**src/hdl/vector_unit_defs.svh**
```systemverilog
`ifndef VECTOR_UNIT_DEFS_SVH
`define VECTOR_UNIT_DEFS_SVH

// Lane count, the width of lane_t and of the zero flags in STATUS
`define NUM_LANE	4

`define DATA_W		32		// Lane datapath width

`define NUM_REG		8		// Registers per lane
`define REG_AW		3		// Register index width

// Command FIFO entries, a power of two is not required
`define FIFO_DEPTH	4

`endif

```
**src/hdl/pkg_tpu.sv**
```systemverilog
`default_nettype none

package pkg_tpu;

`include "vector_unit_defs.svh"

	typedef logic [`NUM_LANE-1:0]				lane_t;		// Enable, commit, status
	typedef logic [`DATA_W-1:0]				data_t;
	typedef logic [7:0]						id_t;		// SIMT thread ID
	typedef logic [`REG_AW-1:0]				reg_idx_t;
	typedef logic [$clog2(`FIFO_DEPTH+1)-1:0]	level_t;	// FIFO occupancy

	typedef enum logic [3:0] {
		V_NOP	= 4'd0,
		V_ADD	= 4'd1,
		V_SUB	= 4'd2,
		V_AND	= 4'd3,
		V_OR	= 4'd4,
		V_XOR	= 4'd5,
		V_MUL	= 4'd6,		// Low half of the product
		V_MOVS	= 4'd7,		// Scalar broadcast
		V_LID	= 4'd8,		// Global lane ID
		V_ROT	= 4'd9		// src1 of the next lane
	} v_opcode_t;

	typedef struct packed {
		v_opcode_t	opcode;
		reg_idx_t	dst;
		reg_idx_t	src1;
		reg_idx_t	src2;
		lane_t		mask;
		id_t		thread_id;
		data_t		scalar;
	} v_command_t;

	// CMD bus word, field offsets
	localparam int CMD_OP_LSB	= 0;
	localparam int CMD_DST_LSB	= 4;
	localparam int CMD_SRC1_LSB	= 8;
	localparam int CMD_SRC2_LSB	= 12;
	localparam int CMD_MASK_LSB	= 16;
	localparam int CMD_TID_LSB	= 20;

	// Register map
	localparam int REG_SCALAR		= 0;
	localparam int REG_CMD			= 1;
	localparam int REG_STATUS		= 2;
	localparam int REG_LANE_BASE	= 16;	// Plus lane*8 plus reg

	// STATUS word, above the lane zero flags
	localparam int ST_COMMIT	= 4;
	localparam int ST_IDLE		= 5;
	localparam int ST_LEVEL_LSB	= 8;

endpackage

`default_nettype wire

```
**src/hdl/cmd_if.sv**
```systemverilog
`timescale 1ns/10ps
`default_nettype none

interface cmd_if;
	import pkg_tpu::*;

	logic			valid;
	logic			ready;
	v_command_t		cmd;
	level_t			level;		// Entries held by the FIFO

	// Port side of the FIFO
	modport push	(output valid, output cmd, input ready, input level);
	modport fifo_in	(input valid, input cmd, output ready, output level);

	// Vector unit side of the FIFO
	modport fifo_out	(output valid, output cmd, output level, input ready);
	modport pop		(input valid, input cmd, input level, output ready);

endinterface

`default_nettype wire

```
**src/hdl/cmd_fifo.sv**
```systemverilog
`timescale 1ns/10ps
`default_nettype none

`include "vector_unit_defs.svh"

module cmd_fifo (
	input	logic		clock,
	input	logic		reset,
	cmd_if.fifo_in		in,
	cmd_if.fifo_out		out
);
	import pkg_tpu::*;

	localparam int PW = $clog2(`FIFO_DEPTH);

	v_command_t		mem [`FIFO_DEPTH];
	logic [PW-1:0]	wr_ptr;
	logic [PW-1:0]	rd_ptr;
	level_t			count;
	logic			push;
	logic			pop;

	assign push = in.valid && in.ready;
	assign pop  = out.valid && out.ready;

	assign in.ready		= (count != level_t'(`FIFO_DEPTH));
	assign out.valid	= (count != '0);		// No bypass when empty
	assign out.cmd		= mem[rd_ptr];
	assign in.level		= count;
	assign out.level	= count;

	always_ff @(posedge clock) begin
		if (reset) begin
			wr_ptr	<= '0;
			rd_ptr	<= '0;
			count	<= '0;
		end else begin
			if (push)
				wr_ptr <= (wr_ptr == PW'(`FIFO_DEPTH - 1)) ? '0 : wr_ptr + 1'b1;
			if (pop)
				rd_ptr <= (rd_ptr == PW'(`FIFO_DEPTH - 1)) ? '0 : rd_ptr + 1'b1;
			if (push && !pop)
				count <= count + 1'b1;
			else if (pop && !push)
				count <= count - 1'b1;
		end
	end

	always_ff @(posedge clock) begin
		if (push)
			mem[wr_ptr] <= in.cmd;
	end

endmodule

`default_nettype wire

```
**src/flat_wrapper.sv**
```systemverilog
// flat-port wrapper written by rule: the top's interface ports become plain ports
module cmd_fifo_flat import pkg_tpu::*;
  (clock, reset, in_valid, in_cmd, in_ready, in_level, out_valid, out_cmd, out_level, out_ready);
  cmd_if in_i ();
  cmd_if out_i ();
  input	logic clock;
  input	logic reset;
  input wire logic [$bits(in_i.valid)-1:0] in_valid;
  input wire logic [$bits(in_i.cmd)-1:0] in_cmd;
  output wire logic [$bits(in_i.ready)-1:0] in_ready;
  output wire logic [$bits(in_i.level)-1:0] in_level;
  output wire logic [$bits(out_i.valid)-1:0] out_valid;
  output wire logic [$bits(out_i.cmd)-1:0] out_cmd;
  output wire logic [$bits(out_i.level)-1:0] out_level;
  input wire logic [$bits(out_i.ready)-1:0] out_ready;
  assign in_i.valid = in_valid;
  assign in_i.cmd = in_cmd;
  assign in_ready = in_i.ready;
  assign in_level = in_i.level;
  assign out_valid = out_i.valid;
  assign out_cmd = out_i.cmd;
  assign out_level = out_i.level;
  assign out_i.ready = out_ready;
  cmd_fifo u_core (.clock(clock), .reset(reset), .in(in_i), .out(out_i));
endmodule
```
**config.mk**
```make
export PLATFORM = sky130hd
export DESIGN_NAME = cmd_fifo_flat
export DESIGN_NICKNAME = d
export VERILOG_FILES = /design/src/hdl/pkg_tpu.sv /design/src/hdl/cmd_if.sv /design/src/hdl/cmd_fifo.sv /design/src/flat_wrapper.sv
export VERILOG_INCLUDE_DIRS = /design/src /design/src/hdl
export SDC_FILE = /design/constraint.sdc
export NUM_CORES = 1
export LEC_CHECK = 0
export BUFFER_PORTS_ARGS = -buffer_cell sky130_fd_sc_hd__buf_4
export CAP_MARGIN = 25
export CORE_MARGIN = 10
export CORE_UTILIZATION = 40
export CTS_BUF_LIST = sky130_fd_sc_hd__clkbuf_4
export DETAILED_ROUTE_END_ITERATION = 8
export GPL_ROUTABILITY_DRIVEN = 0
export PLACE_DENSITY = 0.61
export SYNTH_ARGS = -nofsm -noshare
export SYNTH_HDL_FRONTEND = slang
export SYNTH_SLANG_ARGS = --single-unit
```
**constraint.sdc**
```tcl
create_clock -name clock -period 2.65 [get_ports clock]
set_input_delay 0.3975 -clock clock [delete_from_list [all_inputs] [get_ports clock]]
set_output_delay 0.3975 -clock clock [all_outputs]
set_load 0.1 [all_outputs]
```
==> results.md, run 1 <==
| Item | Value |
| --- | --- |
| Post-route clock period utilization | 94.2% |
| Clk pwr share | 21.0% |
| Sequential Power Share | 37.4% |
| Final hold slack | 248 ps |
| Finish-stage setup viols | 0 |
| Post-Synthesis Cells | 348 |
| Share of power burned in combinational logic | 41.7% |
| Clock-pin slew of the registers on the worst-case setup and hold paths | 60 ps |
| Antenna fix cells | 0 |
| # clock sinks | 237 |
| Type of element capturing the critical path | primary output |
| Peak Freq | 400 MHz |
| TritonCTS clock tree | built |
| Number of H-tree branching levels | 2 |
| Area share of the leading cell type in the synthesized netlist | 78.5% |
| Switching pwr | 5.35 mW |
| RSZ-0062 raised after global routing | no |
| Final ANT Viol Nets | 0 |
| Count of warnings emitted by yosys | 0 |
| Fraction of layout instances using a drive strength above 1 | 45.1% |
| Post-layout minimum cycle time | 2500 ps |
| Mean Syn Cell Area | 25.1 sq um |
| Count of pins on the block boundary | 126 |
| Wire length of the first global-routing pass | 27.9 mm |
| Synthesized cell area | 8720 sq um |
| Maximum number of pins on one net before global-route repair | 44 |
| Switch share | 42.6% |
| Worst clock skew | 29.2 ps |
| Detailed router's first-iteration violation count | 201 |
| Row cnt | 53 |
| Highest net fanout along the worst path | 17 |
| # Max-Cap Violations | 0 |
| Startpoint type of the worst setup path | register |
| Initial core utilization | 41.1% |
| Residual overflow from global routing | 0 |
| Root buffer selected by CTS | sky130_fd_sc_hd__clkbuf_4 |
| Area of the die | 28100 sq um |
| P&R area growth vs syn | 30.1% |
| Async set or reset register ratio after synthesis | 0% |
| Path type of the worst setup path | register to primary output |
| P_leak | 3.94 nW |
| Type of the most critical hold path | primary input to register |
| Leading post-synthesis cells by cell area | sky130_fd_sc_hd__edfxtp_1 78%, sky130_fd_sc_hd__mux4_2 15%, sky130_fd_sc_hd__dfxtp_1 2.1% |
| Die span in y | 168 um |
| Cell-internal power | 7.20 mW |
| Endpoint required time on the critical path | 2250 ps |
| Sum of routed wire length over all layers | 17.9 mm |
| Total global routing track utilization | 12.5% |
| Post-detailed-route wirelength per cell | 19.9 um |
| Crit-path max cell delay | 560 ps |
| Post-synthesis net count | 416 |
| Max-slew violation count | 0 |
| Maximum buffer depth of the clock tree | 3 |
| Core area | 21200 sq um |
| Commonest cells in the netlist | 228 x sky130_fd_sc_hd__edfxtp_1, 57 x sky130_fd_sc_hd__mux4_2, 9 x sky130_fd_sc_hd__dfxtp_1 |
| Port Buffers | 125 |
| Routed vias | 4427 |
| Cell with the most instances after synthesis | sky130_fd_sc_hd__edfxtp_1 |
| Final Hold Fails | 0 |
| CP Data Arrival Time | 2100 ps |
| Die span in x | 168 um |
| PD cells | 1110 nW/um^2 |
| Cells along the critical path | buf_8, mux4_2, buf_4 |
| DRC | 0 |
| Number of iterations in the first detailed-routing pass | 4 |
| Latest clock arrival within the worst-skew pair | 650 ps |
| Vias per std cell | 4.92 |
| Peak supply drop | 1.41 mV |
| Count of flip-flops with a built-in enable after synthesis | 228 |
| Register bit count reported by yosys | 237 |
| Initial antenna violation count | 0 |
| TritonCTS Buffers | 58 |
| Worst slew slack as a fraction of its limit | 69.3% |
| Net count, final | 653 |
| Slew at the pin with the worst max-slew slack | 460 ps |
| HPWL reported at the end of detailed placement | 10.5 mm |
| Sum of negative setup slack | 0 ps |
| Number of global-route vias before repair | 5169 |
| Most used flip-flop cell after synthesis | sky130_fd_sc_hd__edfxtp_1 |
| Dominant cell type by area after synthesis | sky130_fd_sc_hd__edfxtp_1 |
| Result of the run | complete, no violations |
| CP max stage cell | sky130_fd_sc_hd__mux4_2 |
| Distinct cell type count of the synthesized netlist | 26 |
| Post-synthesis sequential area ratio | 80.6% |
-- final timing paths --
kind | startpoint | cells past startpoint | end | slack [ps]
max | register | 3 | out_cmd[16] | 150
min | out_ready | 5 | u_core.rd_ptr[0] | 250
max reg2reg | u_core.in.level[2] | 8 | u_core.in.level[2] | 340
min reg2reg | u_core.rd_ptr[0] | 2 | u_core.rd_ptr[0] | 520
-- layout by cell type (no fill, tap or decap), drive strengths merged --
| cell | instances |
|---|---|
| dlygate4sd3 | 59 |
| edfxtp | 228 |
| mux4 | 57 |
| nand2 | 1 |
| o31ai | 2 |
| nor3 | 1 |
| ha | 6 |
| mux2i | 3 |
| clkinv | 25 |
| buf | 134 |
| xor2 | 2 |
| dfxtp | 9 |
| a21oi | 2 |
| and2 | 1 |
| or3b | 1 |
| nand3 | 1 |
| nor2 | 3 |
| or3 | 3 |
| o21ai | 1 |
| nand2b | 2 |
| fa | 1 |
| clkbuf | 75 |
| and3 | 4 |
| inv | 4 |
-- critical path: cells and delay by family (launching register included) --
family	cells	cell delay, ps
flops	1	420
mux	1	560
buf+inv	2	500
-- area by class of cell --
cell class	instances	area, sq um
inverter	3	11.3
tap	275	344
clock inverter	26	100
fill	1726	9870
multi-input combinational	91	1580
sequential	237	7040
clock buffer	74	556
timing repair buffer	194	1720
-- per-layer routing --
| layer | vias to the layer above | part of all wire, % | global-route usage (%) |
|---|---|---|---|
| li1 | 1992 | - | - |
| met1 | 2254 | 41 | 14.8 |
| met2 | 152 | 50 | 20.8 |
| met3 | 29 | 8.0 | 4.52 |
| met4 | 0 | 1.6 | 4.24 |
| met5 | - | 0 | 0 |
-- repair_timing --
action | 4_1_cts | 5_1_grt
gates resized for setup | 5 | 1
setup buffers | 0 | 0
cloned | 0 | 1
hold buffers | 59 | 0
endpoints found under the setup margin | 9 | 37
hold endpoints to repair | 236 | 0
-- power by group through the flow --
stage | sequential (mW) | combinational (mW) | clock [mW]
2_1_floorplan | 4.87 | 3.94 | 0
6_report | 4.69 | 5.23 | 2.63
3_3_place_gp | 4.72 | 5.14 | 0
4_1_cts | 4.68 | 5.28 | 2.76
5_1_grt | 4.72 | 5.44 | 2.97
3_5_place_dp | 4.76 | 5.18 | 0
-- metrics by stage --
step,power (mW),cell area (sq um),util (%),std cells,worst slack [ps]
3_3_place_gp,9.87,10100,47.4,740,491
2_1_floorplan,8.82,8730,-,348,91.9
6_report,12.5,11300,53.5,900,153
5_1_grt,13.1,11300,53.5,900,19.0
4_1_cts,12.7,11300,53.3,899,1.26
3_5_place_dp,9.94,10100,47.4,740,369
-- state kept, by name, summed over array words and instances (netlist names), named ones only --
register         flops
u_core.mem         228
u_core.in.level      3
u_core.rd_ptr        2
u_core.wr_ptr        2
-- kinds of logic (layout without fill, tap and decap cells) --
logic type	Yosys count	count (layout)	synth area share, %
buffers and inverters	20	297	1.46
adders and majority gates	7	7	1.09
DFF	237	237	80.6
muxes	60	60	15.1
xor gates and xnor gates	2	2	0.201
and+or+nand+nor	17	17	1.22
AOI/OAI and AO/OA	5	5	0.402
Power figures use the tool's default switching activity.
==> inputs of run 2 (changes only) <==
CORE_UTILIZATION = 25   (was 40)
PLACE_DENSITY = 0.43   (was 0.61)
==> results.md, run 2 (synthesis gave the netlist of run 1 again) <==
| Item | Value | Delta |
| --- | --- | --- |
| Result of the run | complete, no violations |  |
| Peak Freq | 396 MHz | -1.1% |
| End of the worst register-to-register path | u_core.in.level[2] |  |
| Number of H-tree branching levels | 3 | +1 |
| Latest clock arrival within the worst-skew pair | 660 ps | about the same |
| Layout fillers | 3296 | +91% |
| P_leak | 4.07 nW | +3.2% |
| Post-CTS Setup Repair Bufs | 0 | unchanged |
| Die span in x | 207 um | +23% |
| DRC | 0 | unchanged |
| P&R area growth vs syn | 35.6% |  |
| # Max-Cap Violations | 0 | unchanged |
| Largest register by flop count | u_core.mem |  |
| Worst reg2reg setup slack | 330 ps | about the same |
| Wire length of the first global-routing pass | 30.0 mm | +7.5% |
| Initial core utilization | 25.3% | -16 points |
| Launch instance of the worst min-delay path | out_ready |  |
| Type of element capturing the critical path | primary output |  |
| Number of global-route vias before repair | 5279 | +2.1% |
| RSZ-0062 raised after global routing | yes |  |
| Endpoint required time on the critical path | 2250 ps | about the same |
| Core area | 34500 sq um | +62% |
| Worst clock skew | 21.3 ps | -7.93 ps |
| # clock sinks | 237 | unchanged |
| Sum of negative setup slack | 0 ps | unchanged |
| Area of the die | 42800 sq um | +52% |
| HPWL reported at the end of detailed placement | 11.5 mm | +9.7% |
| Sum of routed wire segments on met1 | 8.27 mm | +14% |
| Root buffer selected by CTS | sky130_fd_sc_hd__clkbuf_4 |  |
| Path type of the worst setup path | register to primary output |  |
| Die span in y | 207 um | +23% |
| Net count, final | 663 | +1.5% |
| PD cells | 1120 nW/um^2 | +0.93% |
| Met2 routed wirelength | 9.62 mm | +7.7% |
| Highest net fanout along the worst path | 32 | +15 |
| Met3 wire len | 1.40 mm | -1.8% |
| Startpoint type of the worst setup path | register |  |
| Final Hold Fails | 0 | unchanged |
| Routed vias | 4470 | +0.97% |
| Most common library cell in the layout ignoring fill and taps | sky130_fd_sc_hd__edfxtp_1 |  |
| Initial antenna violation count | 3 | +3 |
| Finish-stage setup viols | 0 | unchanged |
| Sum of routed wire length over all layers | 19.8 mm | +10% |
| Count of cells along the worst hold path | 5 | unchanged |
| Post-route clock period utilization | 95.3% | +1.1 points |
| Final Total Pwr | 13.2 mW | +5.2% |
| Type of the most critical hold path | primary input to register |  |
| Count of pins on the block boundary | 126 | unchanged |
| Maximum buffer depth of the clock tree | 3 | unchanged |
| TritonCTS Buffers | 67 | +16% |
| Residual overflow from global routing | 0 | unchanged |
| Port Buffers | 125 | unchanged |
| Detailed router's first-iteration violation count | 163 | -19% |
| Worst slew slack as a fraction of its limit | 71.3% | +1.9 points |
| CP Data Arrival Time | 2130 ps | +30 ps |
| Number of flip-flops in the largest register | 228 | unchanged |
| Origin of the critical flop-to-flop path | u_core.in.level[0] |  |
| Post-detailed-route wirelength per cell | 18.0 um | -9.6% |
| Number of iterations in the first detailed-routing pass | 4 | unchanged |
| Post-layout minimum cycle time | 2530 ps | +28.6 ps |
| Max-slew violation count | 0 | unchanged |
| Final ANT Viol Nets | 0 | unchanged |
| Fraction of layout instances using a drive strength above 1 | 48.0% | +2.9 points |
| Final hold slack | 277 ps | +28.5 ps |
| Row cnt | 68 | +28% |
| Leading cell types in the layout, fill and taps excluded | 228 x sky130_fd_sc_hd__edfxtp_1, 105 x sky130_fd_sc_hd__buf_4, 99 x sky130_fd_sc_hd__clkbuf_4, 59 x sky130_fd_sc_hd__dlygate4sd3_1, 57 x sky130_fd_sc_hd__mux4_2 |  |
| Total global routing track utilization | 9.39% | -3.1 points |
| Slew at the pin with the worst max-slew slack | 427 ps | -32.9 ps |
| Maximum number of pins on one net before global-route repair | 58 | +32% |
| Clock-pin slew of the registers on the worst-case setup and hold paths | 60 ps | about the same |
| Vias per std cell | 4.06 | -17% |
| Peak supply drop | 1.37 mV | -3.0% |
| TritonCTS clock tree | built |  |
| DR top layer | met4 |  |
| Path depth of the worst reg2reg path | 7 | -1 |
run 2: cell type report:
type / count / area (sq um) / area share (%)
tap: 455 / 569 / 4.81
multi-input combinational: 91 / 1580 / 13.4
clock inverter: 16 / 62.6 / 0.529
sequential: 237 / 7040 / 59.6
inverter: 3 / 11.3 / 0.0952
antenna: 4 / 10.0 / 0.0846
timing repair buffer: 195 / 1800 / 15.3
clock buffer: 99 / 743 / 6.28
run 2: through the flow:
stage	util (%)	setup WS (ps)	instance area (sq um)	cells
floorplan	-	91.9	8730	348
global placement	29.9	454	10300	922
detailed placement	29.9	319	10300	922
CTS	34.1	0.770	11700	1096
global route	34.3	-33.4	11800	1100
finish	34.3	124	11800	1100
run 2: what timing repair did:
action                     in CTS  in global routing
setup endpoints to repair      11                 25
hold endpoints to repair      236                  0
hold buffers                   59                  0
gates cloned                    0                  0
gates resized for setup         6                 21
run 2: where the power goes:
group          total (mW)  switching (mW)  leakage (nW)  internal [mW]
combinational        5.34            3.92          1.41           1.41
sequential           4.69           0.136          2.17           4.56
clock                3.16            1.46         0.488           1.70
total                13.2            5.52          4.07           7.67
run 2: worst max path at each step:
stage          slack, ps                from                  to  depth (start not counted)
6_report             120            register         out_cmd[21]                          3
5_1_grt              -30            register         out_cmd[21]                          3
4_1_cts              0.8            register         out_cmd[48]                          3
3_5_place_dp         320  u_core.in.level[0]  u_core.in.level[2]                          7
3_3_place_gp         450  u_core.in.level[2]  u_core.in.level[2]                          8
2_1_floorplan         90  u_core.in.level[2]  u_core.in.level[2]                          9
run 2: metal layers:
metal	up-vias	track usage, %
met4	0	4.32
met2	132	14.9
met1	2272	11.0
met5	-	0
li1	2016	-
met3	50	3.71
run 2: worst max-delay path, cell delays in order, from the launching register on:
cell,delay [ps]
sky130_fd_sc_hd__dfxtp_4,380
sky130_fd_sc_hd__buf_16,270
sky130_fd_sc_hd__mux4_2,600
sky130_fd_sc_hd__buf_8,200
==> inputs of run 3 (changes only) <==
REMOVE_ABC_BUFFERS = 1   (was unset)
clock period = 3.2 ns   (was 2.65 ns; I/O delays follow)
==> results.md, run 3 (synthesis gave the netlist of run 1 again) <==
| Item | Value | Delta |
| --- | --- | --- |
| Port Buffers | 125 | unchanged |
| Max-slew violation count | 0 | unchanged |
| Number of flip-flops in the largest register | 228 | unchanged |
| Die span in y | 207 um | unchanged |
| Endpoint required time on the critical path | 2720 ps | +470 ps |
| Crit-path max cell delay | 590 ps | about the same |
| Routed vias | 4516 | +1.0% |
| P&R area growth vs syn | 34.6% |  |
| Post-cts gate resize count | 0 | -6 |
| Met1 Use GR | 11.1% | +0.15 points |
| Highest net fanout along the worst path | 17 | -47% |
| Most used routing layer in global routing | met2 |  |
| Cells along the critical path | buf_4, mux4_2, buf_4 |  |
| Initial core utilization | 25.3% | unchanged |
| GRT met2 Usage | 15.7% | +0.72 points |
| Fraction of layout instances using a drive strength above 1 | 47.9% | -0.17 points |
| Post-detailed-route wirelength per cell | 18.6 um | +3.6% |
| Row cnt | 68 | unchanged |
| TritonCTS Buffers | 66 | -1.5% |
| RSZ-0062 raised after global routing | no |  |
| Total global routing track utilization | 9.73% | +0.35 points |
| CP max stage cell | sky130_fd_sc_hd__dfxtp_4 |  |
| Core area | 34500 sq um | unchanged |
| # Max-Cap Violations | 0 | unchanged |
| DRC | 0 | unchanged |
| Finish-stage setup viols | 0 | unchanged |
| Hold Buf Count CTS | 58 | -1.7% |
| Clock-pin slew of the registers on the worst-case setup and hold paths | 50 ps | about the same |
| Post-CTS Setup Repair Bufs | 0 | unchanged |
| PD cells | 942 nW/um^2 | -16% |
| Number of H-tree branching levels | 3 | unchanged |
| Maximum buffer depth of the clock tree | 3 | unchanged |
| Area occupied by multi-input gates | 1580 sq um | unchanged |
| Count of pins on the block boundary | 126 | unchanged |
| Result of the run | complete, no violations |  |
| Latest clock arrival within the worst-skew pair | 660 ps | about the same |
| Type of element capturing the critical path | primary output |  |
| Wire length of the first global-routing pass | 30.9 mm | +3.2% |
| Maximum number of pins on one net before global-route repair | 31 | -47% |
| Type of the most critical hold path | primary input to register |  |
| Net count, final | 657 | -0.90% |
| Vias per std cell | 4.13 | +1.6% |
| Largest register by flop count | u_core.mem |  |
| P_leak | 4.04 nW | -0.57% |
| Routing usage on met3 | 3.92% | +0.20 points |
| Root buffer selected by CTS | sky130_fd_sc_hd__clkbuf_4 |  |
| Area of the die | 42800 sq um | unchanged |
| # clock sinks | 237 | unchanged |
| Worst slew slack as a fraction of its limit | 61.4% | -9.9 points |
| Number of global-route vias before repair | 5261 | -0.34% |
| Final ANT Viol Nets | 0 | unchanged |
| Worst clock skew | 41.5 ps | +20.2 ps |
| Initial antenna violation count | 2 | -1 |
| Post-layout minimum cycle time | 2910 ps |  |
| Path type of the worst setup path | register to primary output |  |
| Final Total Pwr | 11.1 mW | -16% |
| Peak Freq | 344 MHz |  |
| Top cell by count, worst path | sky130_fd_sc_hd__buf_4 |  |
| HPWL reported at the end of detailed placement | 11.7 mm | +1.7% |
| Layout fillers | 3340 | +1.3% |
| Sum of routed wire length over all layers | 20.4 mm | +3.0% |
| Residual overflow from global routing | 0 | unchanged |
| Number of iterations in the first detailed-routing pass | 4 | unchanged |
| Peak supply drop | 0.952 mV | -30% |
| Startpoint type of the worst setup path | register |  |
| Leading cell types in the layout, fill and taps excluded | 228 x sky130_fd_sc_hd__edfxtp_1, 126 x sky130_fd_sc_hd__buf_4, 100 x sky130_fd_sc_hd__clkbuf_4, 58 x sky130_fd_sc_hd__dlygate4sd3_1, 57 x sky130_fd_sc_hd__mux4_2 |  |
| Die span in x | 207 um | unchanged |
| Slew at the pin with the worst max-slew slack | 580 ps | +152 ps |
| Detailed router's first-iteration violation count | 168 | +3.1% |
| Core Util, Final | 34.1% | -0.25 points |
| CP Data Arrival Time | 2430 ps | +300 ps |
| Register Area | 7030 sq um | -0.12% |
| Final Hold Fails | 0 | unchanged |
| Post-route clock period utilization | 90.9% |  |
| TritonCTS clock tree | built |  |
| Most common library cell in the layout ignoring fill and taps | sky130_fd_sc_hd__edfxtp_1 |  |
==> run 3: per-stage QoR <==
| stage | area (sq um) | instances | hold WS, ps | setup WS, ps | setup TNS [ps] |
|---|---|---|---|---|---|
| finish | 11700 | 1094 | 170 | 291 | 0 |
| global route | 11700 | 1094 | 88.1 | 18.9 | 0 |
| CTS | 11700 | 1092 | 62.4 | 96.8 | 0 |
| detailed placement | 10300 | 918 | 493 | 740 | 0 |
| global placement | 10300 | 918 | 488 | 864 | 0 |
| floorplan | 8610 | 331 | 456 | -1070 | -217080 |
==> run 3: final cells by class <==
| type | count | share of cell area [%] |
|---|---|---|
| multi-input cells | 91 | 13.5 |
| repair buffers | 190 | 14.0 |
| diodes | 2 | 0.0426 |
| well taps | 455 | 4.85 |
| clock inverters | 16 | 1.19 |
| clock buffers | 100 | 6.39 |
| flip-flops and latches | 237 | 59.9 |
| inverters | 3 | 0.0959 |
==> run 3: worst max-delay path: cells and delay by family, from the launching register on <==
kind / cells / cell delay (ps)
buffers and inverters: 2 / 620
DFF: 1 / 590
muxes: 1 / 570
==> run 3: final timing paths <==
check | from | endpoint | slack (ps) | cells past startpoint
worst max-delay path | register | out_cmd[34] | 290 | 3
worst min-delay path | in_valid | u_core.wr_ptr[0] | 170 | 3
worst max register to register | u_core.in.level[0] | u_core.in.level[2] | 750 | 8
worst min register to register | u_core.rd_ptr[0] | u_core.rd_ptr[0] | 510 | 2
==> run 3: power breakdown <==
| part | switching [mW] | internal [mW] |
|---|---|---|
| logic | 3.18 | 1.06 |
| clock network | 1.23 | 1.66 |
| registers | 0.164 | 3.76 |
| total | 4.58 | 6.48 |
==> run 3: per-layer routing <==
| metal | up-vias | share of wire, % |
|---|---|---|
| li1 | 2013 | - |
| met1 | 2308 | 41 |
| met2 | 145 | 49 |
| met3 | 50 | 7.5 |
| met4 | 0 | 2.5 |
| met5 | - | 0 |
