File: src/hdl/vector_unit_defs.svh
`ifndef VECTOR_UNIT_DEFS_SVH
`define VECTOR_UNIT_DEFS_SVH

// Lane count, the width of lane_t and of the zero flags in STATUS
`define NUM_LANE	4

`define DATA_W		32		// Lane datapath width

`define NUM_REG		8		// Registers per lane
`define REG_AW		3		// Register index width

// Command FIFO entries, a power of two is not required
`define FIFO_DEPTH	4

`endif

File: src/hdl/pkg_tpu.sv
`default_nettype none

package pkg_tpu;

`include "vector_unit_defs.svh"

	typedef logic [`NUM_LANE-1:0]				lane_t;		// Enable, commit, status
	typedef logic [`DATA_W-1:0]				data_t;
	typedef logic [7:0]						id_t;		// SIMT thread ID
	typedef logic [`REG_AW-1:0]				reg_idx_t;
	typedef logic [$clog2(`FIFO_DEPTH+1)-1:0]	level_t;	// FIFO occupancy

	typedef enum logic [3:0] {
		V_NOP	= 4'd0,
		V_ADD	= 4'd1,
		V_SUB	= 4'd2,
		V_AND	= 4'd3,
		V_OR	= 4'd4,
		V_XOR	= 4'd5,
		V_MUL	= 4'd6,		// Low half of the product
		V_MOVS	= 4'd7,		// Scalar broadcast
		V_LID	= 4'd8,		// Global lane ID
		V_ROT	= 4'd9		// src1 of the next lane
	} v_opcode_t;

	typedef struct packed {
		v_opcode_t	opcode;
		reg_idx_t	dst;
		reg_idx_t	src1;
		reg_idx_t	src2;
		lane_t		mask;
		id_t		thread_id;
		data_t		scalar;
	} v_command_t;

	// CMD bus word, field offsets
	localparam int CMD_OP_LSB	= 0;
	localparam int CMD_DST_LSB	= 4;
	localparam int CMD_SRC1_LSB	= 8;
	localparam int CMD_SRC2_LSB	= 12;
	localparam int CMD_MASK_LSB	= 16;
	localparam int CMD_TID_LSB	= 20;

	// Register map
	localparam int REG_SCALAR		= 0;
	localparam int REG_CMD			= 1;
	localparam int REG_STATUS		= 2;
	localparam int REG_LANE_BASE	= 16;	// Plus lane*8 plus reg

	// STATUS word, above the lane zero flags
	localparam int ST_COMMIT	= 4;
	localparam int ST_IDLE		= 5;
	localparam int ST_LEVEL_LSB	= 8;

endpackage

`default_nettype wire

File: src/hdl/cmd_if.sv
`timescale 1ns/10ps
`default_nettype none

interface cmd_if;
	import pkg_tpu::*;

	logic			valid;
	logic			ready;
	v_command_t		cmd;
	level_t			level;		// Entries held by the FIFO

	// Port side of the FIFO
	modport push	(output valid, output cmd, input ready, input level);
	modport fifo_in	(input valid, input cmd, output ready, output level);

	// Vector unit side of the FIFO
	modport fifo_out	(output valid, output cmd, output level, input ready);
	modport pop		(input valid, input cmd, input level, output ready);

endinterface

`default_nettype wire

File: src/hdl/wb_cmd_port.sv
`timescale 1ns/10ps
`default_nettype none

`include "vector_unit_defs.svh"

module wb_cmd_port (
	input	logic				clock,
	input	logic				reset,
	input	logic				wb_cyc,
	input	logic				wb_stb,
	input	logic				wb_we,
	input	logic [7:0]			wb_adr,
	input	pkg_tpu::data_t		wb_dat_w,
	output	pkg_tpu::data_t		wb_dat_r,
	output	logic				wb_ack,
	cmd_if.push					cmd,
	input	pkg_tpu::lane_t		status,
	input	logic				commit_req,
	input	logic				idle,
	output	logic [1:0]			rd_lane,
	output	pkg_tpu::reg_idx_t	rd_reg,
	input	pkg_tpu::data_t		rd_data
);
	import pkg_tpu::*;

	data_t		scalar;			// Last value written to SCALAR
	data_t		rd_word;
	logic [7:0]	lane_off;
	logic		req;
	logic		is_cmd;
	logic		is_lane;
	v_command_t	cmd_word;

	assign req		= wb_cyc && wb_stb && !wb_ack;	// New cycle, not yet acked
	assign is_cmd	= wb_we && (wb_adr == 8'(REG_CMD));

	// Lane register window
	assign lane_off	= wb_adr - 8'(REG_LANE_BASE);
	assign is_lane	= (wb_adr >= 8'(REG_LANE_BASE)) &&
				  (wb_adr < 8'(REG_LANE_BASE + `NUM_LANE * 8));
	assign rd_lane	= lane_off[`REG_AW +: 2];
	assign rd_reg	= lane_off[`REG_AW-1:0];

	// CMD word plus the held scalar
	always_comb begin
		cmd_word.opcode		= v_opcode_t'(wb_dat_w[CMD_OP_LSB +: 4]);
		cmd_word.dst		= wb_dat_w[CMD_DST_LSB +: `REG_AW];
		cmd_word.src1		= wb_dat_w[CMD_SRC1_LSB +: `REG_AW];
		cmd_word.src2		= wb_dat_w[CMD_SRC2_LSB +: `REG_AW];
		cmd_word.mask		= wb_dat_w[CMD_MASK_LSB +: `NUM_LANE];
		cmd_word.thread_id	= wb_dat_w[CMD_TID_LSB +: 8];
		cmd_word.scalar		= scalar;
	end

	always_comb begin
		rd_word = '0;
		if (wb_adr == 8'(REG_STATUS)) begin
			rd_word[`NUM_LANE-1:0]					= status;
			rd_word[ST_COMMIT]						= commit_req;
			rd_word[ST_IDLE]						= idle;
			rd_word[ST_LEVEL_LSB +: $bits(level_t)]	= cmd.level;
		end else if (is_lane) begin
			rd_word = rd_data;
		end
	end

	always_ff @(posedge clock) begin
		if (reset) begin
			wb_ack		<= 1'b0;
			cmd.valid	<= 1'b0;
			scalar		<= '0;
		end else begin
			wb_ack <= 1'b0;
			if (cmd.valid && cmd.ready) begin	// FIFO took it, finish the cycle
				cmd.valid	<= 1'b0;
				wb_ack		<= 1'b1;
			end else if (req && is_cmd) begin
				cmd.valid	<= 1'b1;			// Held until the FIFO has room
			end else if (req) begin
				wb_ack <= 1'b1;
				if (wb_we && wb_adr == 8'(REG_SCALAR))
					scalar <= wb_dat_w;
			end
		end
	end

	always_ff @(posedge clock) begin
		if (req && is_cmd && !cmd.valid)
			cmd.cmd <= cmd_word;
		if (req && !wb_we)
			wb_dat_r <= rd_word;
	end

endmodule

`default_nettype wire

File: src/flat_wrapper.sv
// flat-port wrapper written by rule: the top's interface ports become plain ports
module wb_cmd_port_flat import pkg_tpu::*;
  (clock, reset, wb_cyc, wb_stb, wb_we, wb_adr, wb_dat_w, wb_dat_r, wb_ack, status, commit_req, idle, rd_lane, rd_reg, rd_data, cmd_valid, cmd_cmd, cmd_ready, cmd_level);
  cmd_if cmd_i ();
  input	logic clock;
  input	logic reset;
  input	logic wb_cyc;
  input	logic wb_stb;
  input	logic wb_we;
  input	logic [7:0] wb_adr;
  input	pkg_tpu::data_t wb_dat_w;
  output	pkg_tpu::data_t wb_dat_r;
  output	logic wb_ack;
  input	pkg_tpu::lane_t status;
  input	logic commit_req;
  input	logic idle;
  output	logic [1:0] rd_lane;
  output	pkg_tpu::reg_idx_t rd_reg;
  input	pkg_tpu::data_t rd_data;
  output wire logic [$bits(cmd_i.valid)-1:0] cmd_valid;
  output wire logic [$bits(cmd_i.cmd)-1:0] cmd_cmd;
  input wire logic [$bits(cmd_i.ready)-1:0] cmd_ready;
  input wire logic [$bits(cmd_i.level)-1:0] cmd_level;
  assign cmd_valid = cmd_i.valid;
  assign cmd_cmd = cmd_i.cmd;
  assign cmd_i.ready = cmd_ready;
  assign cmd_i.level = cmd_level;
  wb_cmd_port u_core (.clock(clock), .reset(reset), .wb_cyc(wb_cyc), .wb_stb(wb_stb), .wb_we(wb_we), .wb_adr(wb_adr), .wb_dat_w(wb_dat_w), .wb_dat_r(wb_dat_r), .wb_ack(wb_ack), .cmd(cmd_i), .status(status), .commit_req(commit_req), .idle(idle), .rd_lane(rd_lane), .rd_reg(rd_reg), .rd_data(rd_data));
endmodule
File: config.mk
export PLATFORM = sky130hd
export DESIGN_NAME = wb_cmd_port_flat
export DESIGN_NICKNAME = d
export VERILOG_FILES = /design/src/hdl/pkg_tpu.sv /design/src/hdl/cmd_if.sv /design/src/hdl/wb_cmd_port.sv /design/src/flat_wrapper.sv
export VERILOG_INCLUDE_DIRS = /design/src /design/src/hdl
export SDC_FILE = /design/constraint.sdc
export NUM_CORES = 1
export LEC_CHECK = 0
export BUFFER_PORTS_ARGS = -buffer_cell sky130_fd_sc_hd__buf_4
export CAP_MARGIN = 40
export CORE_MARGIN = 8
export CORE_UTILIZATION = 50
export CTS_BUF_LIST = sky130_fd_sc_hd__clkbuf_4
export DETAILED_ROUTE_END_ITERATION = 7
export GPL_TIMING_DRIVEN = 0
export PLACE_DENSITY = 0.92
export SETUP_SLACK_MARGIN = 0.15
export SLEW_MARGIN = 30
export SYNTH_ARGS = -nofsm -noshare
export SYNTH_HDL_FRONTEND = slang
export SYNTH_SLANG_ARGS = --single-unit
File: constraint.sdc
create_clock -name clock -period 11.22 [get_ports clock]
set_clock_uncertainty 0.05 [all_clocks]
set_input_delay 2.244 -clock clock [delete_from_list [all_inputs] [get_ports clock]]
set_output_delay 2.244 -clock clock [all_outputs]
set_load 0.05 [all_outputs]
==> impl_metrics.env, run 1 <==
export IMPL_status="finished, final reports clean"
export IMPL_final_clock_period_utilization_by_the_worst_path_pct=44.30
export IMPL_timing_final_hold_violations=0
export IMPL_maximum_number_of_pins_on_one_net_before_global_route_repair=28
export IMPL_ioPinCount=183
export IMPL_cts_hold_buffers=0
export IMPL_design_core_area_um2=9021
export IMPL_post_synth_top_count_cell="edfxtp_1"
export IMPL_portion_of_the_post_synthesis_area_used_by_sequential_elements_pct=73.73
export IMPL_post_cts_setup_buffer_count=0
export IMPL_grt_ovfl_total=0
export IMPL_synth_largest_area_cell="edfxtp_1"
export IMPL_netlist_top_cells_count="edfxtp_1, nand2b_1, dfxtp_1, mux2i_1, and2_1"
export IMPL_initial_core_util_pct=50.42
export IMPL_max_slew_margin_pct=51.72
export IMPL_worstHoldPathType="reg -> reg"
export IMPL_vdd_drop_max_uv=68.03
export IMPL_first_pass_iters=4
export IMPL_yosysUniqueCellTypes=25
export IMPL_worst_setup_hold_path_clk_slew_ns=0.11
export IMPL_ys_top_cells_by_area="edfxtp_1, dfxtp_1, nand2b_1, mux2i_1, and2_1"
export IMPL_synthCells=288
export IMPL_post_drt_wl_per_cell_um=18.38
export IMPL_cts_sinks=123
export IMPL_multi_input_area_um2=1099
export IMPL_synth_edf_count=89
export IMPL_maximum_frequency_from_static_timing_analysis_mhz=201.2
export IMPL_end_kind="primary output"
export IMPL_power_density_nw_per_um2=143.5
export IMPL_die_width_um=111.4
export IMPL_critPathLaunchType="input pin"
export IMPL_ys_flop_type="edfxtp_1"
export IMPL_rsz_0062_raised_after_global_routing="no"
export IMPL_drive_gt1_share_pct=46.20
export IMPL_route_detailed_vias_per_inst=4.891
export IMPL_finish_utilization_pct=72.07
export IMPL_antenna_left=0
export IMPL_numCtsBuffers=17
export IMPL_worst_skew_pair_late_latency_ns=0.48
export IMPL_max_cap_viol_count=0
export IMPL_die_area_um2=12400
export IMPL_synth_top_cell_area_share_pct=58.76
export IMPL_timing_worst_slew_pin_value_ns=0.7182
export IMPL_netlist_area_um2=4548
export IMPL_worst_setup_path_type="in -> out"
export IMPL_antenna_found_initial=1
export IMPL_report_power_total_w=0.0009332
export IMPL_drt_total_wl_um=11490
export IMPL_yosys_warnings=0
export IMPL_leakage_power_nw=2.652
export IMPL_critical_path_arrival_ns=2.68
export IMPL_num_vias=3057
export IMPL_die_h_um=111.4
export IMPL_critPathMaxFanout=5
export IMPL_h_tree_depth=4
export IMPL_port_buffers=181
export IMPL_via_count_of_the_first_global_routing_pass=3307
export IMPL_master_cell_of_the_clock_root_buffer="clkbuf_4"
export IMPL_asyncSetResetFlopFracSynth_pct=0
export IMPL_detailed_place_hpwl_um=8964
export IMPL_synth_seq_cells=123
export IMPL_max_clock_path_buffers=2
export IMPL_cts_repair_resized=0
export IMPL_mappedNetlistNets=375
export IMPL_tritoncts="built"
export IMPL_num_nets_final=587
export IMPL_period_needed_ns=4.971
export IMPL_placement_rows=35
export IMPL_area_sequential_um2=3353
export IMPL_slew_viol_final=0
export IMPL_worst_endpoint_required_ns=8.93
export IMPL_grt_first_pass_wirelength_um=17400
export IMPL_postSynthAreaPerCell_um2=15.79
export IMPL_final_estimated_routing_congestion_in_global_placement=0.7482
export IMPL_syn2layout_area_growth_pct=42.94
export IMPL_filler_cell_count=604
export IMPL_drcViolationCount=0
export IMPL_setup_violations_final=0
export IMPL_detail_route_iter0_violations=140
export IMPL_grt_usage_pct=17.95
[worst max-delay path, cell delays in order]
cell,delay [ns]
buf_4,0.13
buf_4,0.12
buf_4,0.18
[cell type report]
cell class	count	area share, %
clock inverters	14	3.329
multi-input cells	146	16.90
plain buffers	18	1.636
flip-flops and latches	123	51.58
diodes	1	0.03849
repair buffers	193	22.25
clock buffers	18	2.079
inverters	1	0.05774
well taps	111	2.136
[placed cells by master, fill, tap and decap left out]
master	count
or4_1	1
bufinv_16	5
inv_1	1
nand3b_1	1
nand2_1	2
nor4_2	2
o21ba_2	1
buf_2	10
a22o_1	9
buf_6	3
and2_1	23
o31a_2	1
nand2b_1	66
nor2b_1	1
a21oi_1	2
clkinvlp_4	2
clkbuf_1	10
diode_2	1
nor4b_4	1
buf_16	1
clkbuf_4	18
clkinv_1	2
inv_6	3
xnor2_1	1
nor2_4	1
nor3_1	1
mux2i_1	32
edfxtp_1	89
clkinv_4	2
dfxtp_1	34
buf_4	187
or4b_1	1
[sequential cells by signal, summed over array words and instances (netlist names)]
| name | count |
|---|---|
| u_core.scalar | 32 |
| u_core.wb_dat_r | 32 |
| u_core.cmd.cmd | 57 |
| u_core.wb_ack | 1 |
| u_core.cmd.valid | 1 |
[kinds of logic (layout without fill, tap and decap cells)]
| logic type | after synthesis | in the layout | synth area share [%] |
|---|---|---|---|
| buf+inv | 19 | 244 | 2.421 |
| compound gates | 13 | 13 | 2.394 |
| xor+xnor | 1 | 1 | 0.1926 |
| other cells | 0 | 1 | 0 |
| mux | 32 | 32 | 7.043 |
| flops | 123 | 123 | 73.73 |
| simple gates | 100 | 100 | 14.22 |
[routing by layer]
| layer | GRT usage [%] | wire length [µm] |
|---|---|---|
| met1 | 18.07 | 3989 |
| met4 | 7.556 | 246 |
| met3 | 6.398 | 739 |
| met5 | 0 | 0 |
| met2 | 32.64 | 6512 |
[power by group]
group | internal, W | switching, W | total [W] | leakage (nW)
registers | 0.000488 | 0.00000140 | 0.000490 | 1.14
logic | 0.0000355 | 0.0000387 | 0.0000742 | 1.33
clock network | 0.000203 | 0.000166 | 0.000369 | 0.179
total | 0.000727 | 0.000206 | 0.000933 | 2.65
[path summary, 6_finish.rpt]
kind / from / to / slack, ns / cells after the start
worst min register to register: u_core.scalar[12] / u_core.cmd.cmd[12] / 0.39 / 0
worst max register to register: u_core.wb_ack / u_core.cmd.cmd[46] / 8.62 / 6
worst max-delay path: wb_adr[0] / rd_reg[0] / 6.25 / 3
worst min-delay path: u_core.scalar[12] / u_core.cmd.cmd[12] / 0.39 / 0
[per-stage QoR]
stage                     hold WS (ns)  std cells  setup TNS, ns  area [µm²]  setup slack [ns]
final                           0.3916        625              0        6501             6.249
after global routing            0.4036        625              0        6501             6.241
after CTS                       0.3965        623              0        6494             6.250
after detailed placement        0.3671        591              0        6142             6.176
after global placement          0.3630        580         -16.16        6046           -0.4563
after floorplan                 0.3593        288              0        4548             1.882
No activity file was read; power rests on OpenSTA's default activity.
==> run 2, diff against run 1 <==
ABC_AREA = 1   (was unset)
clock period = 5.1 ns   (was 11.22 ns; I/O delays follow)
==> run 2 against run 1 <==
Global-route usage increased by 1.2 points. Register-to-register slack got worse by 5.8 ns. Sequential share of layout area decreased by 0.56 points. Clock power grew 89%. Cell count increased by 20%. Critical endpoint is now u_core.cmd.cmd[46].
==> impl_metrics.env, run 2 <==
export IMPL_status="finished, final reports clean"
export IMPL_largest_register="u_core.cmd.cmd"
export IMPL_worst_endpoint_required_ns=5.26
export IMPL_biggestRegsByFlops="u_core.cmd.cmd x57, u_core.scalar x32, u_core.wb_dat_r x32"
export IMPL_antenna_found_initial=0
export IMPL_h_tree_depth=4
export IMPL_grt_first_pass_wirelength_um=18910
export IMPL_netlist_top_cells_count="nor2_1, edfxtp_1, inv_1, nand2_1, dfxtp_1"
export IMPL_antenna_left=0
export IMPL_leakage_power_nw=3.089
export IMPL_end_kind="register"
export IMPL_die_area_um2=12710
export IMPL_reg2reg_to="u_core.cmd.cmd[46]"
export IMPL_num_nets_final=709
export IMPL_die_h_um=112.7
export IMPL_worst_setup_hold_path_clk_slew_ns=0.11
export IMPL_critPathMaxStageDelay_ns=0.57
export IMPL_ioPinCount=183
export IMPL_synthCells=416
export IMPL_vdd_drop_max_uv=162.6
export IMPL_final_clock_period_utilization_by_the_worst_path_pct=51.70
export IMPL_reg2reg_setup_slack_ns=2.79
export IMPL_cp_num_buf_inv=3
export IMPL_ys_flop_type="edfxtp_1"
export IMPL_largest_reg_flops=57
export IMPL_master_cell_of_the_clock_root_buffer="clkbuf_4"
export IMPL_postPlaceCellArea_um2=6274
export IMPL_syn2layout_area_growth_pct=40.49
export IMPL_worstHoldPathType="reg -> reg"
export IMPL_placement_rows=35
export IMPL_finalHoldWorstSlack_ns=0.3939
export IMPL_min_delay_path_depth=0
export IMPL_setup_violations_final=0
export IMPL_die_width_um=112.7
export IMPL_setup_ws_post_layout_ns=2.463
export IMPL_final_estimated_routing_congestion_in_global_placement=0.8412
export IMPL_cts_sinks=123
export IMPL_slew_viol_final=0
export IMPL_critical_path_top_delay_family="simple AND/OR/NAND/NOR gates"
export IMPL_setup_total_negative_slack_ns=0
export IMPL_power_density_nw_per_um2=295.3
export IMPL_via_count_of_the_first_global_routing_pass=3885
export IMPL_postSynthAreaPerCell_um2=11.25
export IMPL_maximum_frequency_from_static_timing_analysis_mhz=379.2
export IMPL_yosys_warnings=0
export IMPL_post_cts_setup_buffer_count=0
export IMPL_synth_edf_count=89
export IMPL_timing_worst_slew_pin_value_ns=0.6903
export IMPL_tritoncts="built"
export IMPL_grt_usage_pct=19.16
export IMPL_mappedNetlistNets=503
export IMPL_initial_core_util_pct=51.11
export IMPL_slowest_cp_cell="nor2_4"
export IMPL_post_synth_top_count_cell="nor2_1"
export IMPL_design_core_area_um2=9153
export IMPL_synth_largest_area_cell="edfxtp_1"
export IMPL_yosysUniqueCellTypes=22
export IMPL_period_needed_ns=2.637
export IMPL_critPathLaunchType="input pin"
export IMPL_worst_setup_path_endpoint="u_core.cmd.cmd[46]"
export IMPL_drcViolationCount=0
export IMPL_timing_final_hold_violations=0
export IMPL_ys_top_cells_by_area="edfxtp_1, dfxtp_1, nor2_1, inv_1, nand4_1"
export IMPL_worst_setup_path_type="in -> reg"
export IMPL_rsz_0062_raised_after_global_routing="no"
export IMPL_layout_cells_most_common_list="buf_4, nor2_1, edfxtp_1, inv_1, nand2_1"
export IMPL_synth_seq_cells=123
export IMPL_report_power_total_w=0.001941
export IMPL_detail_route_iter0_violations=148
export IMPL_numCtsBuffers=17
export IMPL_worst_skew_pair_late_latency_ns=0.49
export IMPL_final_design_area_no_fill_um2=6573
export IMPL_critPathLaunch="wb_cyc"
export IMPL_portion_of_the_post_synthesis_area_used_by_sequential_elements_pct=71.68
export IMPL_cts_hold_buffers=0
export IMPL_cp_cell_sequence="buf_4 > nand2_1 > nor2_2 > buf_2 > nand3_1 > nor2_4 > buf_16"
export IMPL_first_pass_iters=4
export IMPL_critical_path_arrival_ns=2.79
export IMPL_max_slew_margin_pct=53.87
export IMPL_cp_depth=7
export IMPL_cts_repair_resized=0
export IMPL_reg_to_reg_start="u_core.wb_ack"
export IMPL_maximum_number_of_pins_on_one_net_before_global_route_repair=22
export IMPL_asyncSetResetFlopFracSynth_pct=0
export IMPL_place_ws_ns=1.905
export IMPL_ff2ff_path_depth=5
export IMPL_drt_total_wl_um=12300
export IMPL_port_buffers=182
export IMPL_mostFrequentLayoutCell="buf_4"
export IMPL_num_vias=3610
export IMPL_max_cap_viol_count=0
export IMPL_drive_gt1_share_pct=38.58
export IMPL_route_detailed_vias_per_inst=4.833
export IMPL_synth_top_cell_area_share_pct=57.13
export IMPL_detailed_place_hpwl_um=9475
export IMPL_max_clock_path_buffers=2
export IMPL_grt_ovfl_total=0
export IMPL_netlist_area_um2=4678
export IMPL_critPathMaxFanout=21
export IMPL_post_drt_wl_per_cell_um=16.46
-- run 2: report_power, final --
part	internal, W	switching [W]	total (W)
combinational	0.0000718	0.0000959	0.000168
clock	0.000309	0.000387	0.000696
sequential	0.00107	0.00000287	0.00108
total	0.00145	0.000486	0.00194
-- run 2: kinds of logic after synthesis --
| logic type | synth area share [%] |
|---|---|
| simple gates | 17.54 |
| flops | 71.68 |
| buf+inv | 9.254 |
| compound gates | 1.524 |
-- run 2: metrics by stage --
stage / instances / util (%)
after floorplan: 416 / -
after global placement: 709 / 67.56
after detailed placement: 714 / 68.54
after CTS: 746 / 71.78
after global routing: 746 / 71.78
final: 747 / 71.81
-- run 2: area by class of cell --
| type | instances | area (µm²) |
|---|---|---|
| Sequential cell | 123 | 3353 |
| Fill cell | 622 | 2580 |
| Timing Repair Buffer | 187 | 1444 |
| Multi-Input combinational cell | 190 | 904.6 |
| Inverter | 81 | 304.0 |
| Clock inverter | 14 | 161.4 |
| Tap cell | 111 | 138.9 |
| Clock buffer | 18 | 135.1 |
| Buffer | 22 | 128.9 |
| Antenna cell | 1 | 2.502 |
-- run 2: worst min-delay path by stage --
stage,from,to,slack [ns]
floorplan,u_core.scalar[0],u_core.cmd.cmd[0],0.36
global placement,u_core.scalar[0],u_core.cmd.cmd[0],0.36
detailed placement,u_core.scalar[20],u_core.cmd.cmd[20],0.37
CTS,u_core.scalar[31],u_core.cmd.cmd[31],0.39
global route,u_core.scalar[25],u_core.cmd.cmd[25],0.40
finish,u_core.scalar[23],u_core.cmd.cmd[23],0.39
-- run 2: routing by layer --
metal	track usage, %	share of wire (%)	vias up	wire, µm
met3	7.987	8.9	19	1098
met5	0	0	-	0
met2	35.20	53	150	6572
met1	18.39	35	1670	4360
met4	8.094	2.2	0	267
li1	-	-	1771	-
==> run 3, diff against run 2 <==
clock period = 2.7 ns   (was 5.1 ns; I/O delays follow)
==> run 3 against run 2 <==
Critical path depth decreased by 1. Worst hold slack got worse by 0.23 ns. Combinational power grew 90%. Design area rose by 0.84%. Core utilization grew 0.60 points. First-iteration DRC count is 36% higher. Sequential power grew 88%. Flip-flop and latch count unchanged. Largest power group unchanged. Highest routed layer unchanged.
==> impl_metrics.env, run 3 (synthesis results as in run 2) <==
export IMPL_leakage_power_nw=3.108
export IMPL_setup_violations_final=0
export IMPL_syn2layout_area_growth_pct=41.67
export IMPL_via_count_of_the_first_global_routing_pass=3999
export IMPL_status="finished, final reports clean"
export IMPL_critPathMaxFanout=27
export IMPL_detail_route_iter0_violations=202
export IMPL_slew_viol_final=0
export IMPL_num_nets_final=708
export IMPL_numCtsBuffers=17
export IMPL_design_core_area_um2=9153
export IMPL_worstHoldPathType="in -> reg"
export IMPL_grt_ovfl_total=0
export IMPL_cts_sinks=123
export IMPL_worst_endpoint_required_ns=2.86
export IMPL_final_estimated_routing_congestion_in_global_placement=0.8333
export IMPL_end_kind="register"
export IMPL_grt_first_pass_wirelength_um=19800
export IMPL_max_slew_margin_pct=69.79
export IMPL_drt_total_wl_um=12720
export IMPL_h_tree_depth=4
export IMPL_drive_gt1_share_pct=38.49
export IMPL_num_vias=3622
export IMPL_worst_setup_path_type="reg -> reg"
export IMPL_critPathLaunchType="register"
export IMPL_die_area_um2=12710
export IMPL_initial_core_util_pct=51.11
export IMPL_power_share_combinational_pct=8.2
export IMPL_placement_rows=35
export IMPL_worst_setup_hold_path_clk_slew_ns=0.11
export IMPL_die_h_um=112.7
export IMPL_timing_worst_slew_pin_value_ns=0.4531
export IMPL_critical_path_arrival_ns=2.41
export IMPL_report_power_total_w=0.003886
export IMPL_finish_utilization_pct=72.41
export IMPL_max_clock_path_buffers=2
export IMPL_cts_hold_buffers=0
export IMPL_post_drt_wl_per_cell_um=17.07
export IMPL_route_detailed_vias_per_inst=4.862
export IMPL_switching_fraction_of_total_power_pct=24.45
export IMPL_ioPinCount=183
export IMPL_critPathMaxStageDelay_ns=0.42
export IMPL_power_switching_w=0.0009501
export IMPL_antenna_left=0
export IMPL_grt_usage_pct=20.04
export IMPL_pwr_share_seq_pct=52.4
export IMPL_slowest_cp_cell="nor2_4"
export IMPL_master_cell_of_the_clock_root_buffer="clkbuf_4"
export IMPL_finalHoldWorstSlack_ns=0.1653
export IMPL_rsz_0062_raised_after_global_routing="no"
export IMPL_mostFrequentLayoutCell="buf_4"
export IMPL_largest_register="u_core.cmd.cmd"
export IMPL_largest_reg_flops=57
export IMPL_antenna_cells=0
export IMPL_maximum_frequency_from_static_timing_analysis_mhz=444.0
export IMPL_period_needed_ns=2.252
export IMPL_port_buffers=182
export IMPL_post_cts_setup_buffer_count=0
export IMPL_drcViolationCount=0
export IMPL_first_pass_iters=5
export IMPL_tritoncts="built"
export IMPL_biggestRegsByFlops="u_core.cmd.cmd x57, u_core.scalar x32, u_core.wb_dat_r x32"
export IMPL_final_clock_period_utilization_by_the_worst_path_pct=83.42
export IMPL_reg2reg_setup_slack_ns=0.45
export IMPL_antenna_found_initial=0
export IMPL_max_cap_viol_count=0
export IMPL_timing_final_hold_violations=0
export IMPL_worst_skew_pair_late_latency_ns=0.49
export IMPL_filler_cell_count=617
export IMPL_vdd_drop_max_uv=346.6
export IMPL_maximum_number_of_pins_on_one_net_before_global_route_repair=28
export IMPL_intPower_w=0.002936
export IMPL_clock_power_share_pct=39.4
export IMPL_power_density_nw_per_um2=586.3
export IMPL_cp_cell_sequence="nor2_4 > buf_2 > nand3_1 > nor2_4 > buf_16 > buf_16"
export IMPL_cts_repair_resized=0
export IMPL_detailed_place_hpwl_um=9481
export IMPL_layout_cells_most_common_list="buf_4, nor2_1, edfxtp_1, inv_1, nand2_1"
export IMPL_die_width_um=112.7
==> run 3: power by group through the flow <==
stage               clock network [W]  registers (W)  logic [W]
finish                        0.00153        0.00203   0.000319
global route                  0.00164        0.00204   0.000342
CTS                           0.00157        0.00203   0.000320
detailed placement                  0        0.00208   0.000317
global placement                    0        0.00208   0.000304
floorplan                           0        0.00213  0.0000951
==> run 3: metrics by stage <==
| stage | worst slack, ns | area (µm²) | std cells | TNS (ns) |
|---|---|---|---|---|
| final | 0.4477 | 6628 | 745 | 0 |
| after global routing | 0.2853 | 6628 | 745 | 0 |
| after CTS | 0.3899 | 6628 | 745 | 0 |
| after detailed placement | 0.01805 | 6285 | 713 | 0 |
| after global placement | -0.3698 | 6201 | 709 | -27.65 |
| after floorplan | 0.1864 | 4696 | 416 | 0 |
==> run 3: critical path: cells and delay by family, from the launching register on <==
family | cells | cell delay [ns]
DFF | 1 | 0.39
and+or+nand+nor | 3 | 0.84
buffers and inverters | 3 | 0.68
==> run 3: metal layers <==
layer | wire length (µm) | vias to the layer above | global-route usage, %
met2 | 7095 | 128 | 37.03
met3 | 950 | 20 | 7.401
li1 | - | 1762 | -
met4 | 261 | 0 | 9.353
met1 | 4411 | 1712 | 19.31
met5 | 0 | - | 0
==> run 3: final cells by class <==
class | instances | area, µm² | share of cell area, %
Buffer | 22 | 128.9 | 1.945
Clock buffer | 18 | 135.1 | 2.039
Clock inverter | 14 | 207.7 | 3.134
Inverter | 81 | 304.0 | 4.588
Multi-Input combinational cell | 190 | 915.9 | 13.82
Sequential cell | 123 | 3353 | 50.59
Tap cell | 111 | 138.9 | 2.096
Timing Repair Buffer | 186 | 1444 | 21.79
==> run 3: path summary, 6_finish.rpt <==
path | cells past startpoint | end | from
setup / recovery | 6 | u_core.cmd.cmd[53] | u_core.wb_ack
hold / removal | 2 | u_core.wb_ack | reset
setup reg to reg | 6 | u_core.cmd.cmd[53] | u_core.wb_ack
hold reg to reg | 0 | u_core.cmd.cmd[15] | u_core.scalar[15]
